==> src/dcache_pkg.sv <==
`default_nettype none

package dcache_pkg;

	// ------------------------------
	// Geometry
	// ------------------------------
	localparam int addr_bits = 32;
	localparam int word_bits = 32;
	localparam int line_bytes = 32;
	localparam int offset_bits = 5;
	localparam int words_per_line = line_bytes / (word_bits / 8);
	localparam int line_bits = line_bytes * 8;
	localparam int index_bits = 3;  // The top's num_sets must be 2 ** index_bits.
	localparam int tag_bits = addr_bits - index_bits - offset_bits;

	// ------------------------------
	// Types
	// ------------------------------
	typedef logic [line_bits-1:0] dcache_line_t;

	typedef struct packed {
		logic [tag_bits-1:0]    tag;
		logic [index_bits-1:0]  index;
		logic [offset_bits-1:0] offset;
	} dcache_addr_t;

	// Array strobes from the controller.
	typedef struct packed {
		logic load_lru;     // Mark the accessed way as most recent.
		logic load_tag;
		logic load_valid;
		logic load_data;
		logic data_in_sel;  // 1 selects merged CPU write data, 0 the memory line.
		logic set_dirty;
		logic clr_dirty;
	} dcache_ctrl_t;

	typedef enum logic [1:0] {
		dcache_idle,
		dcache_write_back,
		dcache_fill
	} dcache_state_e;

endpackage : dcache_pkg

`default_nettype wire

==> src/dcache_line_merge.sv <==
`default_nettype none

module dcache_line_merge
	import dcache_pkg::*;
(
	input  logic [word_bits-1:0]     mem_wdata,
	input  logic [word_bits/8-1:0]   mem_byte_enable,
	input  logic [offset_bits-1:0]   offset,
	input  dcache_line_t             hit_line,
	input  dcache_line_t             pmem_rdata,
	input  dcache_ctrl_t             ctrl,
	output dcache_line_t             line_in
);

	logic [$clog2(words_per_line)-1:0] word_sel;

	assign word_sel = offset[offset_bits-1:2];  // Byte offset dropped to get the word.

	always_comb
	begin
		line_in = pmem_rdata;  // A fill takes the memory line unchanged.
		if (ctrl.data_in_sel)
		begin
			line_in = hit_line;
			for (int b = 0; b < word_bits / 8; b++)
			begin
				if (mem_byte_enable[b])
					line_in[word_sel * word_bits + b * 8 +: 8] = mem_wdata[b * 8 +: 8];
			end
		end
	end

endmodule : dcache_line_merge

`default_nettype wire

==> config.mk <==
export PLATFORM = sky130hd
export DESIGN_NAME = dcache_line_merge
export DESIGN_NICKNAME = d
export VERILOG_FILES = /design/src/dcache_pkg.sv /design/src/dcache_line_merge.sv
export SDC_FILE = /design/constraint.sdc
export NUM_CORES = 1
export LEC_CHECK = 0
export BUFFER_PORTS_ARGS = -buffer_cell sky130_fd_sc_hd__buf_2
export CORE_AREA = 2 2 315 317
export DETAILED_ROUTE_END_ITERATION = 6
export DIE_AREA = 0 0 317 319
export MAX_ROUTING_LAYER = met4
export REMOVE_ABC_BUFFERS = 1
export SLEW_MARGIN = 20
export SYNTH_ARGS = -nofsm -noshare
export SYNTH_HDL_FRONTEND = slang
export SYNTH_SLANG_ARGS = --single-unit
==> constraint.sdc <==
create_clock -name vclk -period 3.7
set_input_delay 0.185 -clock vclk [all_inputs]
set_output_delay 0.185 -clock vclk [all_outputs]
set_load 0.005 [all_outputs]
Word-level counts from Yosys, hierarchy flattened

Index checks and enable logic that the tools add are counted.

Add/subtract/negate cells: 7
Shift-type cells: 8
Mux-type cells: 12

Operators by type and width:

| operator                 | count |
|---|---|
| $mux 256                 | 8 |
| $bwmux 256               | 4 |
| $shift 8x34->256 const A | 4 |
| $shiftx 8x34->256        | 4 |
| $neg 9->34               | 3 |
| $neg 8->34               | 1 |
| $add 8x5->9 const B      | 2 |
| $add 8x4->9 const B      | 1 |

Register bits after elaboration: 0
Bits of input ports: 560
Output and inout port bits: 256
Logic and storage cells: 27

Longest topological paths before layout

Word-level depth: 14
Depth in mapped cells: 9
Mapped depth without buffers: 7

Worst setup path before layout

Ideal clock, no wire load.

Kind: input-to-output
Start point: in offset[2]
End point: out line_in[225]
Arrival: 2,136 ps
Data required time: 3,515 ps
Slack: 1,379 ps
Stages: 9
Buffers on the path: 2
Path through: buf_6 -> inv_1 -> ha_1 -> ha_1 -> and2b_1 -> nand3_1 -> or3_1 -> clkbuf_1 -> o221ai_1

Word-level cells in the longest chain between the ends: 14
Elaborated cells between the ends (all ways): 27

Ends and longest elaborated chain:

| element                                             | RTL line                | text |
|---|---|---|
| from (decl)                                         | dcache_line_merge.sv:8  | `input logic [offset_bits-1:0] offset,` |
| branches (longest 12 deep; another with $neg 9->34) | --                      |  |
| $mux 256 (*)                                        | dcache_line_merge.sv:27 | `if (mem_byte_enable[b])` |
| $mux 256 (*)                                        | dcache_line_merge.sv:22 | `if (ctrl.data_in_sel)` |
| to (decl)                                           | dcache_line_merge.sv:12 | `output dcache_line_t line_in` |

Mark *: on every way between the ends. The select of a mux whose other input is x is not followed.

Final worst setup path

Start point: in offset[2]
End point: out line_in[156]

The elaborated chain is that of the path after synthesis.

==> flow_summary.toml <==
[global_route]
grt_pass1_vias = 10689
grt.total_usage = 0.1911
grt_max_degree = 102
grt_overflow_total = 0
grt_antenna_before_repair = 141
grt_pass1_wl_mm = 119.9

[logic_synthesis]
synth.area.top_cells = "a221o_1 (30%), nor2b_1 (19%), a21oi_1 (12%)"
ys_warn_count = 0
synth_top_area_share = 0.2962
ys_seq_area_frac = 0
ys_types = 36
yosys.area.top_type = "a221o_1"
syn_area_um2 = 5610
syn_inst = 884
post_synth.cell_area_avg_um2 = 6.347

[placement]
gp_congestion = 0.8488
post-dp-hpwl_mm = 90.67
dpl_cell_area_um2 = 11350
portBuffers = 808
dpl_worst_slack_ns = 0.4123

[finish]
multiInputGateArea_um2 = 5213
mostFrequentLayoutCell = "buf_2"
final_core_utilization = 0.1177
nets = 2232
fill_cells = 11604
n_sequential_cell = 0
n_clock_buffer = 0
mostFrequentLayoutCells = "buf_2 (807), nor2b_1 (168), a221o_1 (166)"
drive_gt1_frac = 0.5262
syn_to_final_growth_pct = 104.9
design_area_um2 = 11500
regArea_um2 = 0

[sta]
worst_slack_ns = 0.4822
fmax_ghz = 0.3108
relSlewSlack = 0.2366
period_minus_slack_ns = 3.218
final.period_utilization = 0.8697
finalSetupViolations = 0
finalSetupTns_ns = 0
rsz0062_at_grt = "false"
drv_slew = 0
hold_viol = 0
tightest_slew_ns = 1.136

[route]
num_vias = 11640
wirelength_mm = 100.3
avgRoutedWirePerCell_um = 33.40
via_per_inst = 3.877
drt_pass1_iterations = 5
final_antenna_net_count = 0
drcViolationCount = 0
drt_iter0_drc = 901

[hold_path]
min_path_type = "in -> out"
min_from = "hit_line[206]"
min_delay_worst_endpoint = "line_in[206]"
hold_path_depth = 3

[clocking]
post-cts-setup-buffers = 0
ctsResizeCount = 0
holdBufCountCts = 0

[die]
fp.dieW_um = 317
core_um2 = 97700
die_h_um = 319
num_rows = 115
ios = 816
die_area_um2 = 101100
start_util = 0.05742

[pwr]
ir_drop_uv = 42.94
p_leak_nw = 5.375
power_density_nw_per_um2 = 130.9

[critical_path]
cp_max_fo = 15
crit_arrival_ns = 3.03
worst-setup-path-type = "in -> out"
cp-start-kind = "input port"
endpoint_kind = "output port"
cp.required_ns = 3.51

[job]
drv_cap = 0

[status]
status = "completed"
[final cells by class]
cell class,instances,share of cell area
inverters,22,0.007183
diodes,52,0.01132
well taps,1287,0.1401
repair buffers,860,0.3880
multi-input cells,781,0.4534
[logic make-up after synthesis]
| group | share of synthesized area |
|---|---|
| AND/OR/NAND/NOR | 0.4079 |
| AO/OA/AOI/OAI | 0.4616 |
| buffers and inverters | 0.07538 |
| multiplexers | 0.03947 |
| adder cells (fa/ha/maj) | 0.01561 |
[worst max-delay path: stages]
cell and delay, ns:
buf_2 0.16, buf_4 0.24, ha_1 0.26, nor2b_1 0.20
mux2i_1 0.44, buf_4 0.23, and2_1 0.81, a221o_1 0.34
buf_2 0.14
[through the flow]
step / power, mW / hold WS [ns] / instances
finish: 1.505 / 0.6632 / 3002
global route: 1.613 / 0.6725 / 2989
CTS: 1.519 / 0.6606 / 2949
detailed placement: 1.508 / 0.6600 / 2949
global placement: 1.504 / 0.6647 / 2948
floorplan: 0.4619 / 0.4213 / 803
[how the worst max path moves through the flow]
| stage | end | startpoint | cells past startpoint | slack [ns] |
|---|---|---|---|---|
| 2_1_floorplan | line_in[7] | offset[2] | 7 | 1.36 |
| 3_3_place_gp | line_in[13] | offset[2] | 10 | 0.13 |
| 3_5_place_dp | line_in[156] | offset[2] | 9 | 0.41 |
| 4_1_cts | line_in[156] | offset[2] | 9 | 0.40 |
| 5_1_grt | line_in[139] | offset[2] | 9 | 0.30 |
| 6_report | line_in[156] | offset[2] | 9 | 0.48 |
[power by group]
group / switching [mW] / leakage, nW / internal (mW) / total (mW)
logic: 0.871 / 5.38 / 0.634 / 1.51
registers: 0 / 0 / 0 / 0
clock network: 0 / 0.000327 / 0.000000730 / 0.000000731
total: 0.871 / 5.38 / 0.634 / 1.51
[layer usage]
metal / track usage / share of wire / vias up
met5: - / 0 / -
met4: 0.02044 / 0.022 / 0
met3: 0.06113 / 0.096 / 194
met2: 0.2967 / 0.43 / 871
met1: 0.2480 / 0.45 / 5533
li1: - / - / 5042
[synth_stat cells (all sizes together) (2+ instances only)]
library cell / n
a21oi: 130
a221o: 166
a221oi: 2
a22oi: 8
a31oi: 2
and2: 25
and3: 4
buf: 15
clkbuf: 66
ha: 7
inv: 22
mux2i: 21
nand2: 10
nand2b: 12
nand3: 50
nand3b: 3
nand4: 3
nor2: 122
nor2b: 169
nor3: 6
nor3b: 2
nor4b: 3
o21ai: 8
o221ai: 16
or2: 2
or3: 3
Note: power is estimated with default switching activity, not from simulation.
