**src/dcache_pkg.sv**
```systemverilog
`default_nettype none

package dcache_pkg;

	// ------------------------------
	// Geometry
	// ------------------------------
	localparam int addr_bits = 32;
	localparam int word_bits = 32;
	localparam int line_bytes = 32;
	localparam int offset_bits = 5;
	localparam int words_per_line = line_bytes / (word_bits / 8);
	localparam int line_bits = line_bytes * 8;
	localparam int index_bits = 3;  // The top's num_sets must be 2 ** index_bits.
	localparam int tag_bits = addr_bits - index_bits - offset_bits;

	// ------------------------------
	// Types
	// ------------------------------
	typedef logic [line_bits-1:0] dcache_line_t;

	typedef struct packed {
		logic [tag_bits-1:0]    tag;
		logic [index_bits-1:0]  index;
		logic [offset_bits-1:0] offset;
	} dcache_addr_t;

	// Array strobes from the controller.
	typedef struct packed {
		logic load_lru;     // Mark the accessed way as most recent.
		logic load_tag;
		logic load_valid;
		logic load_data;
		logic data_in_sel;  // 1 selects merged CPU write data, 0 the memory line.
		logic set_dirty;
		logic clr_dirty;
	} dcache_ctrl_t;

	typedef enum logic [1:0] {
		dcache_idle,
		dcache_write_back,
		dcache_fill
	} dcache_state_e;

endpackage : dcache_pkg

`default_nettype wire

```
**src/dcache_word_select.sv**
```systemverilog
`default_nettype none

module dcache_word_select
	import dcache_pkg::*;
(
	input  dcache_addr_t          addr,
	input  logic [tag_bits-1:0]   victim_tag,
	input  dcache_line_t          hit_line,
	input  logic                  pmem_addr_sel,
	output logic [word_bits-1:0]  mem_rdata,
	output logic [addr_bits-1:0]  pmem_address
);

	logic [$clog2(words_per_line)-1:0] word_sel;
	logic [tag_bits-1:0]               line_tag;

	assign word_sel = addr.offset[offset_bits-1:2];
	assign mem_rdata = hit_line[word_sel * word_bits +: word_bits];

	// Write-back goes to the victim's line, a fill to the requested line.
	assign line_tag = pmem_addr_sel ? victim_tag : addr.tag;
	assign pmem_address = {line_tag, addr.index, {offset_bits{1'b0}}};

endmodule : dcache_word_select

`default_nettype wire
```
**config.mk**
```make
export PLATFORM = sky130hd
export DESIGN_NAME = dcache_word_select
export DESIGN_NICKNAME = d
export VERILOG_FILES = /design/src/dcache_pkg.sv /design/src/dcache_word_select.sv
export SDC_FILE = /design/constraint.sdc
export NUM_CORES = 1
export LEC_CHECK = 0
export BUFFER_PORTS_ARGS = -buffer_cell sky130_fd_sc_hd__clkbuf_2
export CORE_AREA = 8 8 139 141
export DETAILED_ROUTE_END_ITERATION = 10
export DIE_AREA = 0 0 147 149
export PLACE_DENSITY_LB_ADDON = 0.3
export SYNTH_ARGS = -nofsm -noshare
export SYNTH_HDL_FRONTEND = slang
export SYNTH_SLANG_ARGS = --single-unit
```
**constraint.sdc**
```tcl
create_clock -name vclk -period 3.3
set_input_delay 0.825 -clock vclk [all_inputs]
set_output_delay 0.825 -clock vclk [all_outputs]
set_load 0.02 [all_outputs]
```
Word level (Yosys, flattened, before mapping)
Index checks and enable logic that the tools add are counted.
Widths: inputs -> output; s select.
{"block": "totals", "input_bits": 313, "n_memories": 0, "ff_bits": 0, "latch_bits": 0, "out_inout_bits": 64, "word_cells": 2, "mem_bits_ro": 0, "ram_bits": 0}
{"block": "classes", "order_cmp": 0, "eq_ne": 0, "div": 0, "mux": 1, "shifts": 1, "reduce_logical": 0, "bitwise_logic": 0, "addsub": 0, "n_mul": 0}
{"operator": "$shiftx 256x9->32", "count": 1}
{"operator": "$mux 24", "count": 1}

Logic depth before layout (Yosys ltp)
Gate-level depths: netlist of run 1.
{"block": "logic_depth", "depth_word": 1, "mapped_depth": 4, "mapped_depth_nobuf": 2}

Least setup slack after synthesis of run 1
Ideal clock, no wire load.
{"block": "synth_timing", "kind": "input port to output port", "from": "input addr[2] (netlist bit)", "to": "output mem_rdata[10]", "path_stages": 4, "arrival_time_ps": 1979, "path_buffers": 2, "required_ps": 2475, "slack_ps": 496, "path_cell_list": "buf_6 -> buf_6 -> mux4_1 -> mux2_2"}
{"block": "synth_via", "elab_chain_len": 1}
{"element": "start, declared", "line_no": "dcache_word_select.sv:6", "rtl": "input dcache_addr_t addr,"}
{"element": "$shiftx 256x9->32", "line_no": "dcache_word_select.sv:18", "rtl": "assign mem_rdata = hit_line[word_sel * word_bits +: word_bits];"}
{"element": "end, declared", "line_no": "dcache_word_select.sv:10", "rtl": "output logic [word_bits-1:0] mem_rdata,"}
No other way between the ends.

Final worst setup path of run 1
{"block": "layout_timing", "from": "input addr[2] (netlist bit)", "to": "output mem_rdata[20]"}
Same word-level chain as after synthesis.

==> results of run 1 <==
stage by stage:
step                utilization (%)  instances  instance area (sq um)
floorplan                         -        154                   2440
global placement               26.0        719                   4430
detailed placement             26.0        719                   4430
CTS                            26.0        719                   4430
global route                   26.0        719                   4430
finish                         26.0        719                   4430
cells in the mapped netlist:
| master | instances |
|---|---|
| mux4_1 | 40 |
| conb_1 | 1 |
| clkbuf_1 | 4 |
| buf_1 | 4 |
| buf_6 | 7 |
| mux4_2 | 24 |
| buf_2 | 6 |
| buf_4 | 8 |
| mux2_2 | 56 |
critical path: cells and delay by family:
family / cells / cell delay [ps]
mux: 2 / 910
buf+inv: 3 / 490
cell families (layout without fill, tap and decap cells):
family	after synthesis	after routing	synth area share (%)
other	1	5	0.155
multiplexers	120	120	91.6
buffers and inverters	29	369	8.20
routing by layer:
metal	up-vias	share of wire [%]	global-route usage [%]
li1	1392	-	-
met1	1426	36	12.1
met2	199	53	21.1
met3	10	9.5	4.13
met4	0	1.1	1.22
met5	-	0	0
power breakdown:
group	internal [uW]	switching, uW	leakage, uW
registers	0	0	0
clock network	0	0	0
logic	363	280	0.00236
total	363	280	0.00236
final cells by class:
cell class / instances / share of cell area [%]
Multi-Input combinational cell: 125 / 50.5
Tap cell: 225 / 6.35
Timing Repair Buffer: 369 / 43.1
worst paths after layout:
| kind | startpoint | cells past startpoint | to | slack, ps |
|---|---|---|---|---|
| worst max-delay path | addr[2] | 5 | mem_rdata[20] | 210 |
| worst min-delay path | addr[7] | 0 | pmem_address[7] | 1650 |
==> impl_metrics.env, run 1 <==
export IMPL_outcome="finished clean"
export IMPL_cp_data_arrival_time_ps=2260
export IMPL_period_needed_ps=3090
export IMPL_maxCapViolations=0
export IMPL_min_period_over_period_pct=93.6
export IMPL_synth_cells=150
export IMPL_max_slew_margin_rel_pct=60.1
export IMPL_die_h_um=149
export IMPL_peakVddDrop_uv=111
export IMPL_io_pins=377
export IMPL_hold_ws_ps=1650
export IMPL_crit_slowest_cell="mux4_1"
export IMPL_multiInputGateArea_sq_mm=0.00224
export IMPL_postSynthAreaPerCell_sq_um=16.2
export IMPL_p_per_area_mw_per_mm2=145
export IMPL_core_area_sq_mm=0.0171
export IMPL_grt_util_all_layers_pct=11.2
export IMPL_dieArea_sq_mm=0.0219
export IMPL_regArea_sq_um=0
export IMPL_pre_cts_slack_ps=191
export IMPL_cts_resized=0
export IMPL_flops_and_latches=0
export IMPL_num_fill_cells=1869
export IMPL_cts_setup_buffers=0
export IMPL_drt_total_wl_um=13800
export IMPL_layout_drive_gt1_share_pct=90.9
export IMPL_yosys_warnings=0
export IMPL_layout_setup_ws_ps=212
export IMPL_gp_congestion=0.833
export IMPL_worstPathCellList="buf_4 > buf_12 > mux4_1 > mux2_2 > clkbuf_2"
export IMPL_initial_core_util_pct=14.2
export IMPL_start_kind="primary input"
export IMPL_seq_area_frac_synth_pct=0
export IMPL_num_rows=48
export IMPL_worstPathRequired_ps=2470
export IMPL_vias=3027
export IMPL_antenna_found_initial=0
export IMPL_grt_setup_unrepaired="false"
export IMPL_finalSetupTns_ps=0
export IMPL_p_total_uw=643
export IMPL_postRouteAntennaNets=0
export IMPL_synthesis_area_sq_mm=0.00242
export IMPL_slew_viol_final=0
export IMPL_grt_overflow=0
export IMPL_p_leak_uw=0.00236
export IMPL_crit_type="in2out"
export IMPL_drcViolationCount=0
export IMPL_drt_iter0_markers=89
export IMPL_worstMarginPinSlew_ps=599
export IMPL_vias_per_cell=4.21
export IMPL_dp_hpwl_um=12700
export IMPL_holdCritPathClass="in2out"
export IMPL_slowest_delay_ps=620
export IMPL_area_growth_pct=82.9
export IMPL_antenna_cells=0
export IMPL_synth_top_area_share_pct=43.3
export IMPL_wl_per_cell_um=19.2
export IMPL_final_cell_mix="clkbuf_2, mux2_2, mux4_1"
export IMPL_grt_pass1_wl_um=20000
export IMPL_clock_buffers=0
export IMPL_final_nets=809
export IMPL_drt_pass1_iter_count=4
export IMPL_hold_viol_final=0
export IMPL_setup_viol=0
export IMPL_mostFrequentLayoutCell="clkbuf_2"
export IMPL_grt_max_degree=65
export IMPL_grt_pass1_vias=3684
export IMPL_synth_cell_type_count=9
export IMPL_max_freq_mhz=324
export IMPL_cts_hold_buffers=0
export IMPL_cp_max_fo=29
export IMPL_yosys_area_top_type="mux4_1"
export IMPL_die_x_um=147
export IMPL_port_buffers=364
export IMPL_netlist_top_cells_area="mux4_1, mux2_2, mux4_2, buf_6, buf_4"
export IMPL_cp_end_kind="primary output"
No activity file was read; power rests on OpenSTA's default activity.
==> run 2: changes to the inputs <==
Settings changed: GPL_TIMING_DRIVEN from default to 0.
==> run 2 against run 1 <==
  * Sequential share of layout area unchanged
  * Critical path depth stayed put
  * Final cell count rose by 3.2%
  * Final area increased by 2.6%
  * Highest routed layer unchanged
  * Critical path type unchanged
  * Routed wire length up 9.7%
  * Via count rose by 1.7%
  * First-iteration DRC count grew 6.7%
  * Global-route usage is 1.4 points higher
==> impl_metrics.env, run 2 (synthesis gave the netlist of run 1 again) <==
export IMPL_cts_setup_buffers=0
export IMPL_met2_usage_pct=24.1
export IMPL_holdCritPathClass="in2out"
export IMPL_port_buffers=363
export IMPL_gp_congestion=0.806
export IMPL_slew_viol_final=0
export IMPL_antenna_cells=0
export IMPL_max_freq_mhz=314
export IMPL_drt_iter0_markers=95
export IMPL_worstMarginPinSlew_ps=756
export IMPL_drt_total_wl_um=15100
export IMPL_grt_overflow=0
export IMPL_maxCapViolations=0
export IMPL_regArea_sq_um=0
export IMPL_die_h_um=149
export IMPL_postRouteAntennaNets=0
export IMPL_min_period_over_period_pct=96.4
export IMPL_cts_hold_buffers=0
export IMPL_drcViolationCount=0
export IMPL_flops_and_latches=0
export IMPL_hold_viol_final=0
export IMPL_wl_per_cell_um=20.4
export IMPL_peakVddDrop_uv=82.3
export IMPL_p_total_uw=664
export IMPL_layout_setup_ws_ps=118
export IMPL_vias_per_cell=4.15
export IMPL_grt_pass1_wl_um=21700
export IMPL_drt_pass1_iter_count=4
export IMPL_pre_cts_slack_ps=-37.3
export IMPL_busiest_layer="met2"
export IMPL_antenna_found_initial=0
export IMPL_initial_core_util_pct=14.2
export IMPL_crit_type="in2out"
export IMPL_cp_max_fo=10
export IMPL_worstPathRequired_ps=2470
export IMPL_mostFrequentLayoutCell="clkbuf_2"
export IMPL_final_util_pct=26.7
export IMPL_clock_buffers=0
export IMPL_p_leak_uw=0.00244
export IMPL_grt_use_met3_pct=4.10
export IMPL_cp_data_arrival_time_ps=2360
export IMPL_dieArea_sq_mm=0.0219
export IMPL_grt_util_all_layers_pct=12.6
export IMPL_setup_viol=0
export IMPL_max_slew_margin_rel_pct=49.6
export IMPL_vias=3079
export IMPL_dp_hpwl_um=13900
export IMPL_start_kind="primary input"
export IMPL_final_cell_mix="clkbuf_2, mux2_2, mux4_1"
export IMPL_final_nets=832
export IMPL_grt_max_degree=11
export IMPL_outcome="finished clean"
export IMPL_grt_setup_unrepaired="false"
export IMPL_met1_usage_pct=14.1
export IMPL_grt_pass1_vias=3592
export IMPL_io_pins=377
export IMPL_period_needed_ps=3180
export IMPL_num_rows=48
export IMPL_area_growth_pct=87.6
export IMPL_die_x_um=147
export IMPL_p_per_area_mw_per_mm2=146
export IMPL_cp_end_kind="primary output"
export IMPL_layout_drive_gt1_share_pct=89.7
export IMPL_core_area_sq_mm=0.0171
run 2: routing by layer:
metal | up-vias | part of all wire [%]
met4 | 0 | 0.18
met2 | 181 | 53
met1 | 1458 | 38
met5 | - | 0
met3 | 2 | 8.8
li1 | 1438 | -
run 2: what timing repair did:
action,CTS,global route
setup endpoints to repair,5,4
gates resized for setup,2,1
endpoints found under the hold margin,0,0
pin swaps,0,0
run 2: layout make-up:
cell class                      count  area [sq um]
Buffer                             29           210
Fill cell                        1861         12500
Multi-Input combinational cell    125          2240
Tap cell                          225           282
Timing Repair Buffer              363          1820
run 2: through the flow:
stage	setup TNS, ps	std cells	instance area [sq um]	hold slack [ps]
6_report	0	742	4550	1880
4_1_cts	0	742	4540	1880
5_1_grt	0	742	4550	1880
2_1_floorplan	0	154	2440	1760
3_3_place_gp	-91.3	742	4540	1880
3_5_place_dp	-81.1	742	4540	1880
run 2: power breakdown:
group / switching (uW) / total [uW] / internal (uW)
sequential: 0 / 0 / 0
combinational: 293 / 664 / 371
clock: 0 / 0 / 0
run 2: final timing paths:
kind                    start               to  slack (ps)  cells past startpoint
worst min-delay path  addr[7]  pmem_address[7]        1880                      2
worst max-delay path  addr[4]     mem_rdata[7]         120                      5
run 2: critical path, stage by stage:
cell and delay [ps]:
clkbuf_1 340, buf_2 370, mux4_1 340, mux2_2 310
clkbuf_2 170
==> run 3: changes to the inputs <==
Settings changed: BUFFER_PORTS_ARGS -buffer_cell sky130_fd_sc_hd__clkbuf_2 to -buffer_cell sky130_fd_sc_hd__buf_2.
==> run 3 against run 2 <==
  * Sequential share of layout area is the same
  * Routed wire length up 2.7%
  * Non-clock buffer count stayed put
  * Fmax is 2.3% lower
  * Die area did not move
  * Clock-buffer cell count is the same
  * Via count is 1.8% higher
  * Hold slack worse by 7.3 ps
  * Sequential cell count did not move
  * Combinational power increased by 0.9%
  * Power up 0.93%
  * Largest cell class unchanged
==> impl_metrics.env, run 3 (synthesis gave the netlist of run 1 again) <==
export IMPL_instances_no_fill=742
export IMPL_worstMarginPinSlew_ps=833
export IMPL_cp_data_arrival_time_ps=2430
export IMPL_max_freq_mhz=307
export IMPL_antenna_cells=0
export IMPL_holdCritPathClass="in2out"
export IMPL_peakVddDrop_uv=79.2
export IMPL_num_rows=48
export IMPL_die_h_um=149
export IMPL_crit_type="in2out"
export IMPL_worstPathRequired_ps=2470
export IMPL_layout_setup_ws_ps=43.8
export IMPL_maxCapViolations=0
export IMPL_final_cell_mix="buf_2, mux2_2, mux4_1"
export IMPL_grt_util_all_layers_pct=12.8
export IMPL_regArea_sq_um=0
export IMPL_drt_total_wl_um=15500
export IMPL_initial_core_util_pct=14.2
export IMPL_wl_per_cell_um=21.0
export IMPL_mostFrequentLayoutCell="buf_2"
export IMPL_cts_setup_buffers=0
export IMPL_drt_iter0_markers=64
export IMPL_pre_cts_slack_ps=-73.5
export IMPL_die_x_um=147
export IMPL_busiest_layer="met2"
export IMPL_grt_max_degree=11
export IMPL_drcViolationCount=0
export IMPL_cp_max_fo=10
export IMPL_grt_pass1_wl_um=21800
export IMPL_cp_end_kind="primary output"
export IMPL_gp_congestion=0.800
export IMPL_grt_pass1_vias=3545
export IMPL_met2_usage_pct=24.3
export IMPL_outcome="finished clean"
export IMPL_vias=3133
export IMPL_drt_pass1_iter_count=4
export IMPL_final_nets=832
export IMPL_layout_drive_gt1_share_pct=89.9
export IMPL_port_buffers=363
export IMPL_core_area_sq_mm=0.0171
export IMPL_place_inst=742
export IMPL_met1_usage_pct=14.6
export IMPL_min_period_over_period_pct=98.7
export IMPL_dp_hpwl_um=14000
export IMPL_slew_viol_final=0
export IMPL_vias_per_cell=4.22
export IMPL_area_growth_pct=87.7
export IMPL_start_kind="primary input"
export IMPL_io_pins=377
export IMPL_slowest_delay_ps=780
export IMPL_max_slew_margin_rel_pct=44.4
export IMPL_grt_overflow=0
export IMPL_grt_use_met3_pct=3.79
export IMPL_flops_and_latches=0
export IMPL_grt_setup_unrepaired="false"
export IMPL_postRouteAntennaNets=0
export IMPL_hold_viol_final=0
export IMPL_antenna_found_initial=0
export IMPL_period_needed_ps=3260
export IMPL_setup_viol=0
export IMPL_crit_slowest_cell="clkdlybuf4s15_1"
export IMPL_worstPathCellList="buf_1 > clkdlybuf4s15_1 > mux2_2 > buf_2"
export IMPL_p_leak_uw=0.00236
export IMPL_dieArea_sq_mm=0.0219
export IMPL_p_per_area_mw_per_mm2=147
export IMPL_clock_buffers=0
## run 3: changes by cell type in the layout (fill, tap and decap cells not counted)
cell,delta
clkbuf_2,-362
buf_2,+363
clkbuf_1,-1
## run 3: cell type report
type	instances	area, sq um
Multi-Input combinational cell	125	2240
Fill cell	1849	12500
Tap cell	225	282
Buffer	29	211
Timing Repair Buffer	363	1820
## run 3: layer usage
metal	share of wire [%]	wire length, um
met1	38	5860
met2	53	8280
met3	8.8	1370
met4	0.28	44
met5	0	0
## run 3: timing repair
action / 4_1_cts / 5_1_grt
gates resized for setup: 2 / 3
setup endpoints to repair: 6 / 3
hold buffers: 0 / 0
## run 3: critical path: cells and delay by family
kind                   cells  cell delay [ps]
buffers and inverters      3             1170
muxes                      1              430
## run 3: final timing paths
kind | endpoint | startpoint | slack [ps] | depth (start not counted)
setup / recovery | mem_rdata[19] | addr[3] | 40 | 4
hold / removal | pmem_address[7] | addr[7] | 1870 | 2
## run 3: through the flow
step,power [uW],cell area (sq um),hold slack (ps),util (%),setup TNS [ps]
2_1_floorplan,372,2440,1760,-,0
3_3_place_gp,669,4540,1870,26.6,-91.4
3_5_place_dp,674,4540,1870,26.6,-279
4_1_cts,677,4540,1870,26.6,0
5_1_grt,716,4550,1880,26.7,0
6_report,670,4550,1870,26.7,0
## run 3: power breakdown
part / switching (uW) / internal [uW]
sequential: 0 / 0
clock: 0 / 0
combinational: 298 / 372
