--- config.mk ---
export PLATFORM = sky130hd
export DESIGN_NAME = dcache_control
export DESIGN_NICKNAME = d
export VERILOG_FILES = /design/src/dcache_pkg.sv /design/src/dcache_control.sv
export SDC_FILE = /design/constraint.sdc
export NUM_CORES = 1
export LEC_CHECK = 0
export ABC_AREA = 1
export BUFFER_PORTS_ARGS = -buffer_cell sky130_fd_sc_hd__clkbuf_2
export CORE_AREA = 4 4 41 43
export CTS_BUF_LIST = sky130_fd_sc_hd__clkbuf_8
export DETAILED_ROUTE_END_ITERATION = 10
export DIE_AREA = 0 0 45 47
export HOLD_SLACK_MARGIN = 0.03
export PLACE_DENSITY = 0.48
export SLEW_MARGIN = 20
export SYNTH_ARGS = -nofsm -noshare
export SYNTH_HDL_FRONTEND = slang
export SYNTH_SLANG_ARGS = --single-unit
--- constraint.sdc ---
create_clock -name clk -period 3.4 [get_ports clk]
set_input_delay 0.51 -clock clk [delete_from_list [all_inputs] [get_ports clk]]
set_output_delay 0.51 -clock clk [all_outputs]
set_load 0.05 [all_outputs]
--- src/dcache_pkg.sv ---
`default_nettype none

package dcache_pkg;

	// ------------------------------
	// Geometry
	// ------------------------------
	localparam int addr_bits = 32;
	localparam int word_bits = 32;
	localparam int line_bytes = 32;
	localparam int offset_bits = 5;
	localparam int words_per_line = line_bytes / (word_bits / 8);
	localparam int line_bits = line_bytes * 8;
	localparam int index_bits = 3;  // The top's num_sets must be 2 ** index_bits.
	localparam int tag_bits = addr_bits - index_bits - offset_bits;

	// ------------------------------
	// Types
	// ------------------------------
	typedef logic [line_bits-1:0] dcache_line_t;

	typedef struct packed {
		logic [tag_bits-1:0]    tag;
		logic [index_bits-1:0]  index;
		logic [offset_bits-1:0] offset;
	} dcache_addr_t;

	// Array strobes from the controller.
	typedef struct packed {
		logic load_lru;     // Mark the accessed way as most recent.
		logic load_tag;
		logic load_valid;
		logic load_data;
		logic data_in_sel;  // 1 selects merged CPU write data, 0 the memory line.
		logic set_dirty;
		logic clr_dirty;
	} dcache_ctrl_t;

	typedef enum logic [1:0] {
		dcache_idle,
		dcache_write_back,
		dcache_fill
	} dcache_state_e;

endpackage : dcache_pkg

`default_nettype wire

--- src/dcache_control.sv ---
`default_nettype none

module dcache_control
	import dcache_pkg::*;
(
	input  logic         clk,
	input  logic         reset,
	input  logic         mem_read,
	input  logic         mem_write,
	input  logic         pmem_resp,
	input  logic         hit,
	input  logic         dirty,
	output logic         mem_resp,
	output logic         pmem_read,
	output logic         pmem_write,
	output logic         pmem_addr_sel,
	output dcache_ctrl_t ctrl
);

	dcache_state_e state;
	dcache_state_e next_state;
	logic          request;

	assign request = mem_read || mem_write;

	// ------------------------------
	// State actions
	// ------------------------------
	always_comb
	begin
		ctrl = '0;
		pmem_addr_sel = 1'b1;
		pmem_read = 1'b0;
		pmem_write = 1'b0;
		mem_resp = 1'b0;

		case (state)
			dcache_idle:
			begin
				if (hit && mem_read)
				begin
					ctrl.load_lru = 1'b1;
					mem_resp = 1'b1;
				end
				else if (hit && mem_write)
				begin
					ctrl.load_data = 1'b1;  // Merged write line goes back into the hit way.
					ctrl.data_in_sel = 1'b1;
					ctrl.set_dirty = !dirty;
					ctrl.load_lru = 1'b1;
					mem_resp = 1'b1;
				end
			end

			dcache_write_back:
			begin
				pmem_addr_sel = 1'b1;  // Victim line address.
				pmem_write = 1'b1;
				ctrl.clr_dirty = pmem_resp;
			end

			dcache_fill:
			begin
				pmem_addr_sel = 1'b0;  // Request line address.
				pmem_read = 1'b1;
				ctrl.load_tag = pmem_resp;
				ctrl.load_data = pmem_resp;
				ctrl.load_valid = pmem_resp;
				ctrl.clr_dirty = pmem_resp;
			end

			default:
			begin
			end
		endcase
	end

	// ------------------------------
	// Next state
	// ------------------------------
	always_comb
	begin
		next_state = state;
		case (state)
			dcache_idle:
			begin
				if (request && !hit)
					next_state = dirty ? dcache_write_back : dcache_fill;
			end

			dcache_write_back:
			begin
				if (pmem_resp)
					next_state = dcache_fill;
			end

			dcache_fill:
			begin
				if (pmem_resp)
					next_state = dcache_idle;  // The held request hits on the next cycle.
			end

			default:
				next_state = dcache_idle;
		endcase
	end

	always_ff @(posedge clk)
	begin
		if (reset)
			state <= dcache_idle;
		else
			state <= next_state;
	end

	// ------------------------------
	// Checks
	// ------------------------------
	pmem_exclusive: assert property (@(posedge clk) disable iff (reset)
		!(pmem_read && pmem_write))
		else $error("pmem_read and pmem_write high together");

endmodule : dcache_control

`default_nettype wire

-- Word-level counts from Yosys, hierarchy flattened
Index checks and enable logic that the tools add are counted.
- register bits: 2
- bits of input ports: 7
- output and inout bits: 11
- logic and storage cells: 32
- equal/unequal tests: 5
- mux-type cells: 17
- reduce and logical (&&, ||, !) cells: 9
- operators with widths (cell ; count):
    2-bit two-way mux ; 6
    1-bit two-way mux ; 7
    3-bit two-way mux ; 2
    2-bit inequality test, second input constant ; 3
    2-bit case mux with 3 select lines ; 1
    1-bit logical AND ; 3
    3-bit AND reduction ; 1
    2-bit by 1-bit == test with 1-bit output, second input constant ; 1
    2-bit == test, second input constant ; 1
    1-bit logical NOT ; 2
    2-bit logical NOT ; 1
    1-bit case mux with 2 select lines ; 1
    2-bit OR reduction ; 1
    1-bit logical OR ; 1

-- Depth between registers and ports, before layout
Gate-level depths: netlist (run 1).
- depth after elaboration: 4
- depth in mapped cells: 6

-- Least setup slack after synthesis (run 1)
No wires, ideal clock.
- kind: register to output
- from: register state[0]
- to: output ctrl[6] in the netlist's numbering
- data arrival time: 2086 ps
- setup slack: 804 ps
- stages on the path, launching flop included: 6
- path through: dfxtp_1 -> inv_1 -> ha_1 -> inv_1 -> nor3_1 -> buf_4
- cells in the longest elaborated chain, start to end: 2
- ends and longest elaborated chain (item ; RTL line ; RTL):
    start: declaration ; dcache_control.sv:20 ; dcache_state_e state;
    start signal: assignment ; dcache_control.sv:111 ; state <= dcache_idle;
    start signal: assignment ; dcache_control.sv:113 ; state <= next_state;
    2-bit logical NOT ; -- ;
    1-bit two-way mux ; -- ;
    end: declaration ; dcache_control.sv:17 ; output dcache_ctrl_t ctrl
No other way between the ends.

==> metrics.md, run 1 <==
| Metric | Value |
|---|---|
| Status | `finished clean` |
| Reg2reg setup slack | `between 2000 and 2500 ps` |
| Violation count after the first detailed-route iteration | `3` |
| Minimum clock period after layout | `between 1500 and 2000 ps` |
| Worst clock skew on the final layout | `~2.7 ps` |
| Vias after detailed routing | `274` |
| H-tree levels | `1` |
| Post-CTS sizing | `0` |
| Area growth syn-to-layout | `50.73%` |
| CP dominant cell by count | `inv_1` |
| Hold WC Path Type | `register to register` |
| Util after Layout | `0.2971` |
| Clk Latency, worst-skew pair | `~210 ps` |
| Yosys synthesis warning count | `0` |
| Largest register FFs | `2` |
| Category of the worst setup path launch point | `register` |
| Slew Viols, Final | `0` |
| Final cycle utilization of the critical path | `0.5563` |
| Sequence of cells on the critical path | `inv_1 > ha_1 > inv_1 > nor3_1 > clkbuf_2` |
| Final Wtd Congestion | `approximately 0.67` |
| Placeable core region | `around 0.0013 sq mm` |
| Antenna fix cells | `0` |
| Netlist area before placement | `about 260 sq um` |
| Setup repair after global routing missed its margin | `no` |
| Count of max-cap constraint violations | `0` |
| Synthesized instance count | `40` |
| Routed wire length | `599 microns` |
| Antenna violations before repair | `0` |
| Seq/Total Area, Yosys | `0.1561` |
| Worst path required time | `2890 ps` |
| Via count of the first global-routing pass | `249` |
| Port bufs | `17` |
| Post-synthesis net count | `a little over 50` |
| Data arrival time of the critical path | `approximately 1400 ps` |
| Slew headroom | `0.8134` |
| Die W | `45 microns` |
| Critical Path Max Stage Delay | `between 300 and 400 ps` |
| Reg-to-reg critical path endpoint | `state[1]` |
| Root buffer selected by CTS | `clkbuf_8` |
| Register bank with the most flops | `state` |
| Residual overflow from global routing | `0` |
| Tot GR Track Use | `0.06619` |
| DRT antenna net count | `0` |
| Number of distinct library cells after synthesis | `14` |
| Hold-critical path endpoint | `state[1]` |
| Global-route wire length before repair | `slightly above 1 mm` |
| Fin Hold WS | `between 500 and 600 ps` |
| Final Hold Viols | `0` |
| Largest registers | `state: 2 flops` |
| Wire length per cell after detailed routing | `approximately 8.2 microns` |
| Floorplan die area | `around 0.0021 sq mm` |
| Worst-path maximum fanout | `3` |
| CTS tree | `done` |
| Cts hold-fix bufs | `0` |
| Endpoint type of the worst setup path | `primary output` |
| Post-detailed-route via-to-cell ratio | `about 3.8` |
| Synthesized area divided by synthesized cell count | `about 6.4 sq um` |
| Post-detailed-placement half-perimeter wirelength | `just over 500 microns` |
| Boundary Pins | `18` |
| Die height | `around 47 microns` |
| Kind of critical path | `register to primary output` |
| Startpoint of the tightest hold check path | `state[1]` |
| Final setup TNS | `0 ps` |
| Row count | `13` |
| DR pass1 iterations | `4` |
| Pin count of the biggest net entering global routing | `5` |
| Clock slew at reported path FFs | `around 30 ps` |
| Worst R2R Path Depth | `6` |
| Hold path cells | `2` |
| Clock Path Buffers | `2` |
| Final layout net count | `71` |
| Final number of setup-violating endpoints | `0` |
| Post-route DRC violation count | `0` |
| Ratio of cells with drive above 1 in the final layout | `0.4138` |
| Clock sinks | `2` |
| Critical register-to-register path startpoint | `state[0]` |
| Synthesis-stage register bit count | `2` |
| Maximum operating frequency | `about 530 MHz` |
| Cts bufs inserted | `3` |
| Initial cell density of the core | `0.1971` |
| Count of buffers added by post-CTS timing repair for setup | `0` |
| Worst-path cell with the longest stage delay | `clkbuf_2` |
| Worst-margin pin slew | `around 280 ps` |
## logic make-up after synthesis
logic type | after synthesis | share of synthesized area
compound gates | 6 | 0.1853
fa+ha+maj | 4 | 0.1951
buf+inv | 11 | 0.1902
flops | 2 | 0.1561
simple gates | 17 | 0.2732
## placed cells by master, fill, tap and decap left out, drive strengths merged
cell type and count:
a21oi 3, clkbuf 20, dfxtp 2, ha 4, inv 9, nand2 8
nand3 2, nor2 6, nor3 1, o21ai 2, o21bai 1
## worst max path at each step
| stage | startpoint | endpoint | slack (ps) |
|---|---|---|---|
| 3_5_place_dp | mem_read | ctrl[3] | 1690 |
| 6_report | state[0] | ctrl[6] | 1510 |
| 2_1_floorplan | state[0] | ctrl[6] | 800 |
| 5_1_grt | state[0] | ctrl[3] | 1400 |
| 4_1_cts | state[0] | ctrl[3] | 1500 |
| 3_3_place_gp | hit | ctrl[3] | 1690 |
## worst max-delay path: cells and delay by family, from the launching register on
family / cells / cell delay [ps]
AND/OR/NAND/NOR: 1 / 230
adder cells (fa/ha/maj): 1 / 150
flip-flops: 1 / 310
buffers and inverters: 3 / 470
## per-layer routing
metal	GRT usage	up-vias	wire [microns]
met5	0	-	0
met4	0.05263	0	0
met3	0.02682	0	78
met2	0.08757	13	239
met1	0.08352	105	281
li1	-	156	-
## cell type report
cell class                      instances  area, sq um
Timing Repair Buffer                   17        85.08
Multi-Input combinational cell         27        167.7
Tap cell                               15        18.77
Inverter                                9        33.78
Clock buffer                            3        41.29
Sequential cell                         2        40.04
Fill cell                             158        914.6
## through the flow
stage / setup WS [ps] / instance area, sq um / std cells
floorplan: 804.1 / 256.5 / 40
global placement: 1690 / 345.3 / 70
detailed placement: 1689 / 345.3 / 70
CTS: 1503 / 386.6 / 73
global route: 1397 / 386.6 / 73
finish: 1509 / 386.6 / 73
## synth_stat cells
| master | number | area (sq um) |
|---|---|---|
| inv_1 | 8 | 30.03 |
| nand2_1 | 7 | 26.28 |
| nor2_1 | 6 | 22.52 |
| ha_1 | 4 | 50.05 |
| a21oi_1 | 3 | 15.01 |
| buf_4 | 2 | 15.01 |
| dfxtp_1 | 2 | 40.04 |
| nand3_1 | 2 | 10.01 |
| inv_2 | 1 | 3.750 |
| nand2_2 | 1 | 6.260 |
| nor3_1 | 1 | 5.000 |
| o21ai_1 | 1 | 5.000 |
| o21ai_2 | 1 | 8.760 |
| o21bai_4 | 1 | 18.77 |
Power of run 1 is not shown: default switching activity piles up to over one toggle a cycle in this logic, so the estimate is an artifact.
==> run 2: changes to the inputs <==
--- a/config.mk
+++ b/config.mk
@@ -12,7 +12,7 @@
 export DETAILED_ROUTE_END_ITERATION = 10
 export DIE_AREA = 0 0 45 47
 export HOLD_SLACK_MARGIN = 0.03
-export PLACE_DENSITY = 0.48
+export PLACE_DENSITY = 0.49
 export SLEW_MARGIN = 20
 export SYNTH_ARGS = -nofsm -noshare
 export SYNTH_HDL_FRONTEND = slang
==> constraint.sdc (replaced) <==
create_clock -name clk -period 1.6 [get_ports clk]
set_input_delay 0.24 -clock clk [delete_from_list [all_inputs] [get_ports clk]]
set_output_delay 0.24 -clock clk [all_outputs]
set_load 0.05 [all_outputs]
==> run 2 against run 1 <==
  * Setup slack worse by 1400 ps
  * Worst hold slack got worse by 230 ps
  * Sequential cell count did not move
  * Critical endpoint is now ctrl[1]
  * Die area stayed put
  * Design area grew 10%
  * Routed wire length is 1.8% higher
  * Register-to-register slack got worse by 1800 ps
  * First-iteration DRC count did not move
  * Count of clock-buffer cells in the layout did not move
==> metrics.md, run 2 (synthesized netlist as in run 1, its figures left out) <==
| Metric | Value |
|---|---|
| Status | `finished clean` |
| Highest-count cells in the layout ignoring fill and taps | `10 x clkbuf_2, 7 x inv_1, 6 x nand2_1, 6 x nor2_1` |
| Slew Viols, Final | `0 (unchanged)` |
| Via count of the first global-routing pass | `255 (+2.4%)` |
| Top layer reached by signal wires | `met3` |
| Root buffer selected by CTS | `clkbuf_8` |
| Row count | `13 (unchanged)` |
| Final Wtd Congestion | `0.6557 (-1.4%)` |
| Reg2reg setup slack | `450 ps (-1750 ps)` |
| Routed wire length | `610 microns (+1.8%)` |
| Post-detailed-route via-to-cell ratio | `3.753 (unchanged)` |
| Maximum operating frequency | `about 650 MHz` |
| Floorplan die area | `0.002115 sq mm (unchanged)` |
| DRT antenna net count | `0 (unchanged)` |
| Worst clock skew on the final layout | `0.8068 ps (-1.940 ps)` |
| Post-route DRC violation count | `0 (unchanged)` |
| Vias after detailed routing | `274 (unchanged)` |
| Leading cell type in the layout, fill and taps excluded | `clkbuf_2` |
| Area growth syn-to-layout | `65.85%` |
| Worst-path cell with the longest stage delay | `dfxtp_1` |
| Final layout net count | `71 (unchanged)` |
| Count of buffers added by post-CTS timing repair for setup | `0 (unchanged)` |
| Boundary Pins | `18 (unchanged)` |
| Util after Layout | `0.3269 (+0.02981)` |
| Post-detailed-placement half-perimeter wirelength | `512.1 microns (+1.6%)` |
| Ratio of cells with drive above 1 in the final layout | `0.5000 (+0.08621)` |
| Clock sinks | `2 (unchanged)` |
| Clk Latency, worst-skew pair | `210 ps (about the same)` |
| Setup repair after global routing missed its margin | `yes` |
| Detail Route met3 WL | `66 microns (-15%)` |
| Data arrival time of the critical path | `1290 ps (-90 ps)` |
| Worst R2R Path Depth | `6 (unchanged)` |
| Placeable core region | `0.001301 sq mm (unchanged)` |
| Violation count after the first detailed-route iteration | `3 (unchanged)` |
| FF/Latch Area | `40.04 sq um (unchanged)` |
| Antenna fix cells | `0 (unchanged)` |
| CTS tree | `done` |
| Global-route wire length before repair | `931 microns (-7.5%)` |
| Final cycle utilization of the critical path | `0.9548` |
| Worst path required time | `1360 ps (-1530 ps)` |
| Final number of setup-violating endpoints | `0 (unchanged)` |
| Endpoint type of the worst setup path | `primary output` |
| Sequence of cells on the critical path | `inv_1 > ha_1 > nand2_1 > nor2_1 > clkbuf_4` |
| Largest registers | `state: 2 flops` |
| CP Buf/Inv Count | `2 (-1)` |
| H-tree levels | `1 (unchanged)` |
| Minimum clock period after layout | `~1500 ps` |
| Total cell area at the placement stage | `366.6 sq um (+6.2%)` |
| Count of max-cap constraint violations | `0 (unchanged)` |
| Startpoint of the tightest hold check path | `reset` |
| Residual overflow from global routing | `0 (unchanged)` |
| Slew headroom | `0.8154 (+0.002007)` |
| Die height | `47 microns (unchanged)` |
| Antenna violations before repair | `0 (unchanged)` |
| Category of the worst setup path launch point | `register` |
| Wire length on met2 | `278 microns (+16%)` |
| Worst slack after detailed placement | `199.4 ps (-1490 ps)` |
| Critical Path Max Stage Delay | `310 ps (about the same)` |
| Clock slew at reported path FFs | `30 ps (about the same)` |
| Fill cell instance count of the final layout | `153 (-3.2%)` |
| Wire length per cell after detailed routing | `8.356 microns (+1.8%)` |
| Final Hold Viols | `0 (unchanged)` |
| Clock Path Buffers | `2 (unchanged)` |
| Register bank with the most flops | `state` |
| Cts bufs inserted | `3 (unchanged)` |
| Post-route setup slack | `72.31 ps (-1436 ps)` |
| DR pass1 iterations | `2 (-2)` |
| Initial cell density of the core | `0.1971 (unchanged)` |
| Hold path cells | `4 (+2)` |
| Multi-input gate area in the final layout | `187.7 sq um (+12%)` |
| Tot GR Track Use | `0.06619 (unchanged)` |
| Critical register-to-register path startpoint | `state[0]` |
| Pin count of the biggest net entering global routing | `5 (unchanged)` |
| Kind of critical path | `register to primary output` |
| Largest register FFs | `2 (unchanged)` |
| Kind of cell adding the most delay to the critical path | `buffers and inverters` |
| Reg-to-reg critical path endpoint | `state[1]` |
| Final design area excluding fillers | `425.4 sq um (+10%)` |
| Port bufs | `17 (unchanged)` |
| Hold-critical path endpoint | `state[0]` |
| Die W | `45 microns (unchanged)` |
| Worst-path maximum fanout | `4 (+1)` |
| Worst-margin pin slew | `278.1 ps (-3.024 ps)` |
| Critical path origin | `state[0]` |
| Hold WC Path Type | `primary input to register` |
| Met1 WL | `265 microns (-5.7%)` |
[run 2: cell types whose count changed in the layout (fill, tap and decap cells not counted), sizes merged]
cell and delta:
buf +4, inv -1, clkbuf -4, clkinvlp +1
[run 2: worst max path at each step]
stage | endpoint | cells after the start
floorplan | ctrl[5] | 5
global placement | ctrl[3] | 5
detailed placement | ctrl[4] | 5
CTS | mem_resp | 5
global route | mem_resp | 5
finish | ctrl[1] | 5
[run 2: through the flow]
stage / setup TNS [ps] / hold WS (ps) / instances
after floorplan: -110.1 / 395.5 / 40
after global placement: 0 / 498.4 / 70
after detailed placement: 0 / 503.0 / 70
after CTS: 0 / 282.9 / 73
after global routing: -6.759 / 297.6 / 73
final: 0 / 281.1 / 73
[run 2: what timing repair did]
item | 4_1_cts | 5_1_grt
gates resized for setup | 3 | 11
endpoints found under the setup margin | 3 | 7
hold buffers | 0 | 0
[run 2: worst min-delay path, stage by stage]
cell,delay (ps)
clkbuf_2,80
inv_1,40
nand2_1,50
nor2_1,30
[run 2: area by class of cell]
| class | instances | share of cell area |
|---|---|---|
| timing repair buffer | 17 | 0.2353 |
| multi-input combinational | 27 | 0.4412 |
| tap | 15 | 0.04412 |
| sequential | 2 | 0.09412 |
| inverter | 9 | 0.08824 |
| clock buffer | 3 | 0.09706 |
[run 2: metal layers]
metal / up-vias / global-route usage
met4: 0 / 0.08772
met1: 103 / 0.07223
met3: 0 / 0.01533
met5: - / 0
met2: 13 / 0.09322
li1: 158 / -
Power of run 2 is left out for the same reason.
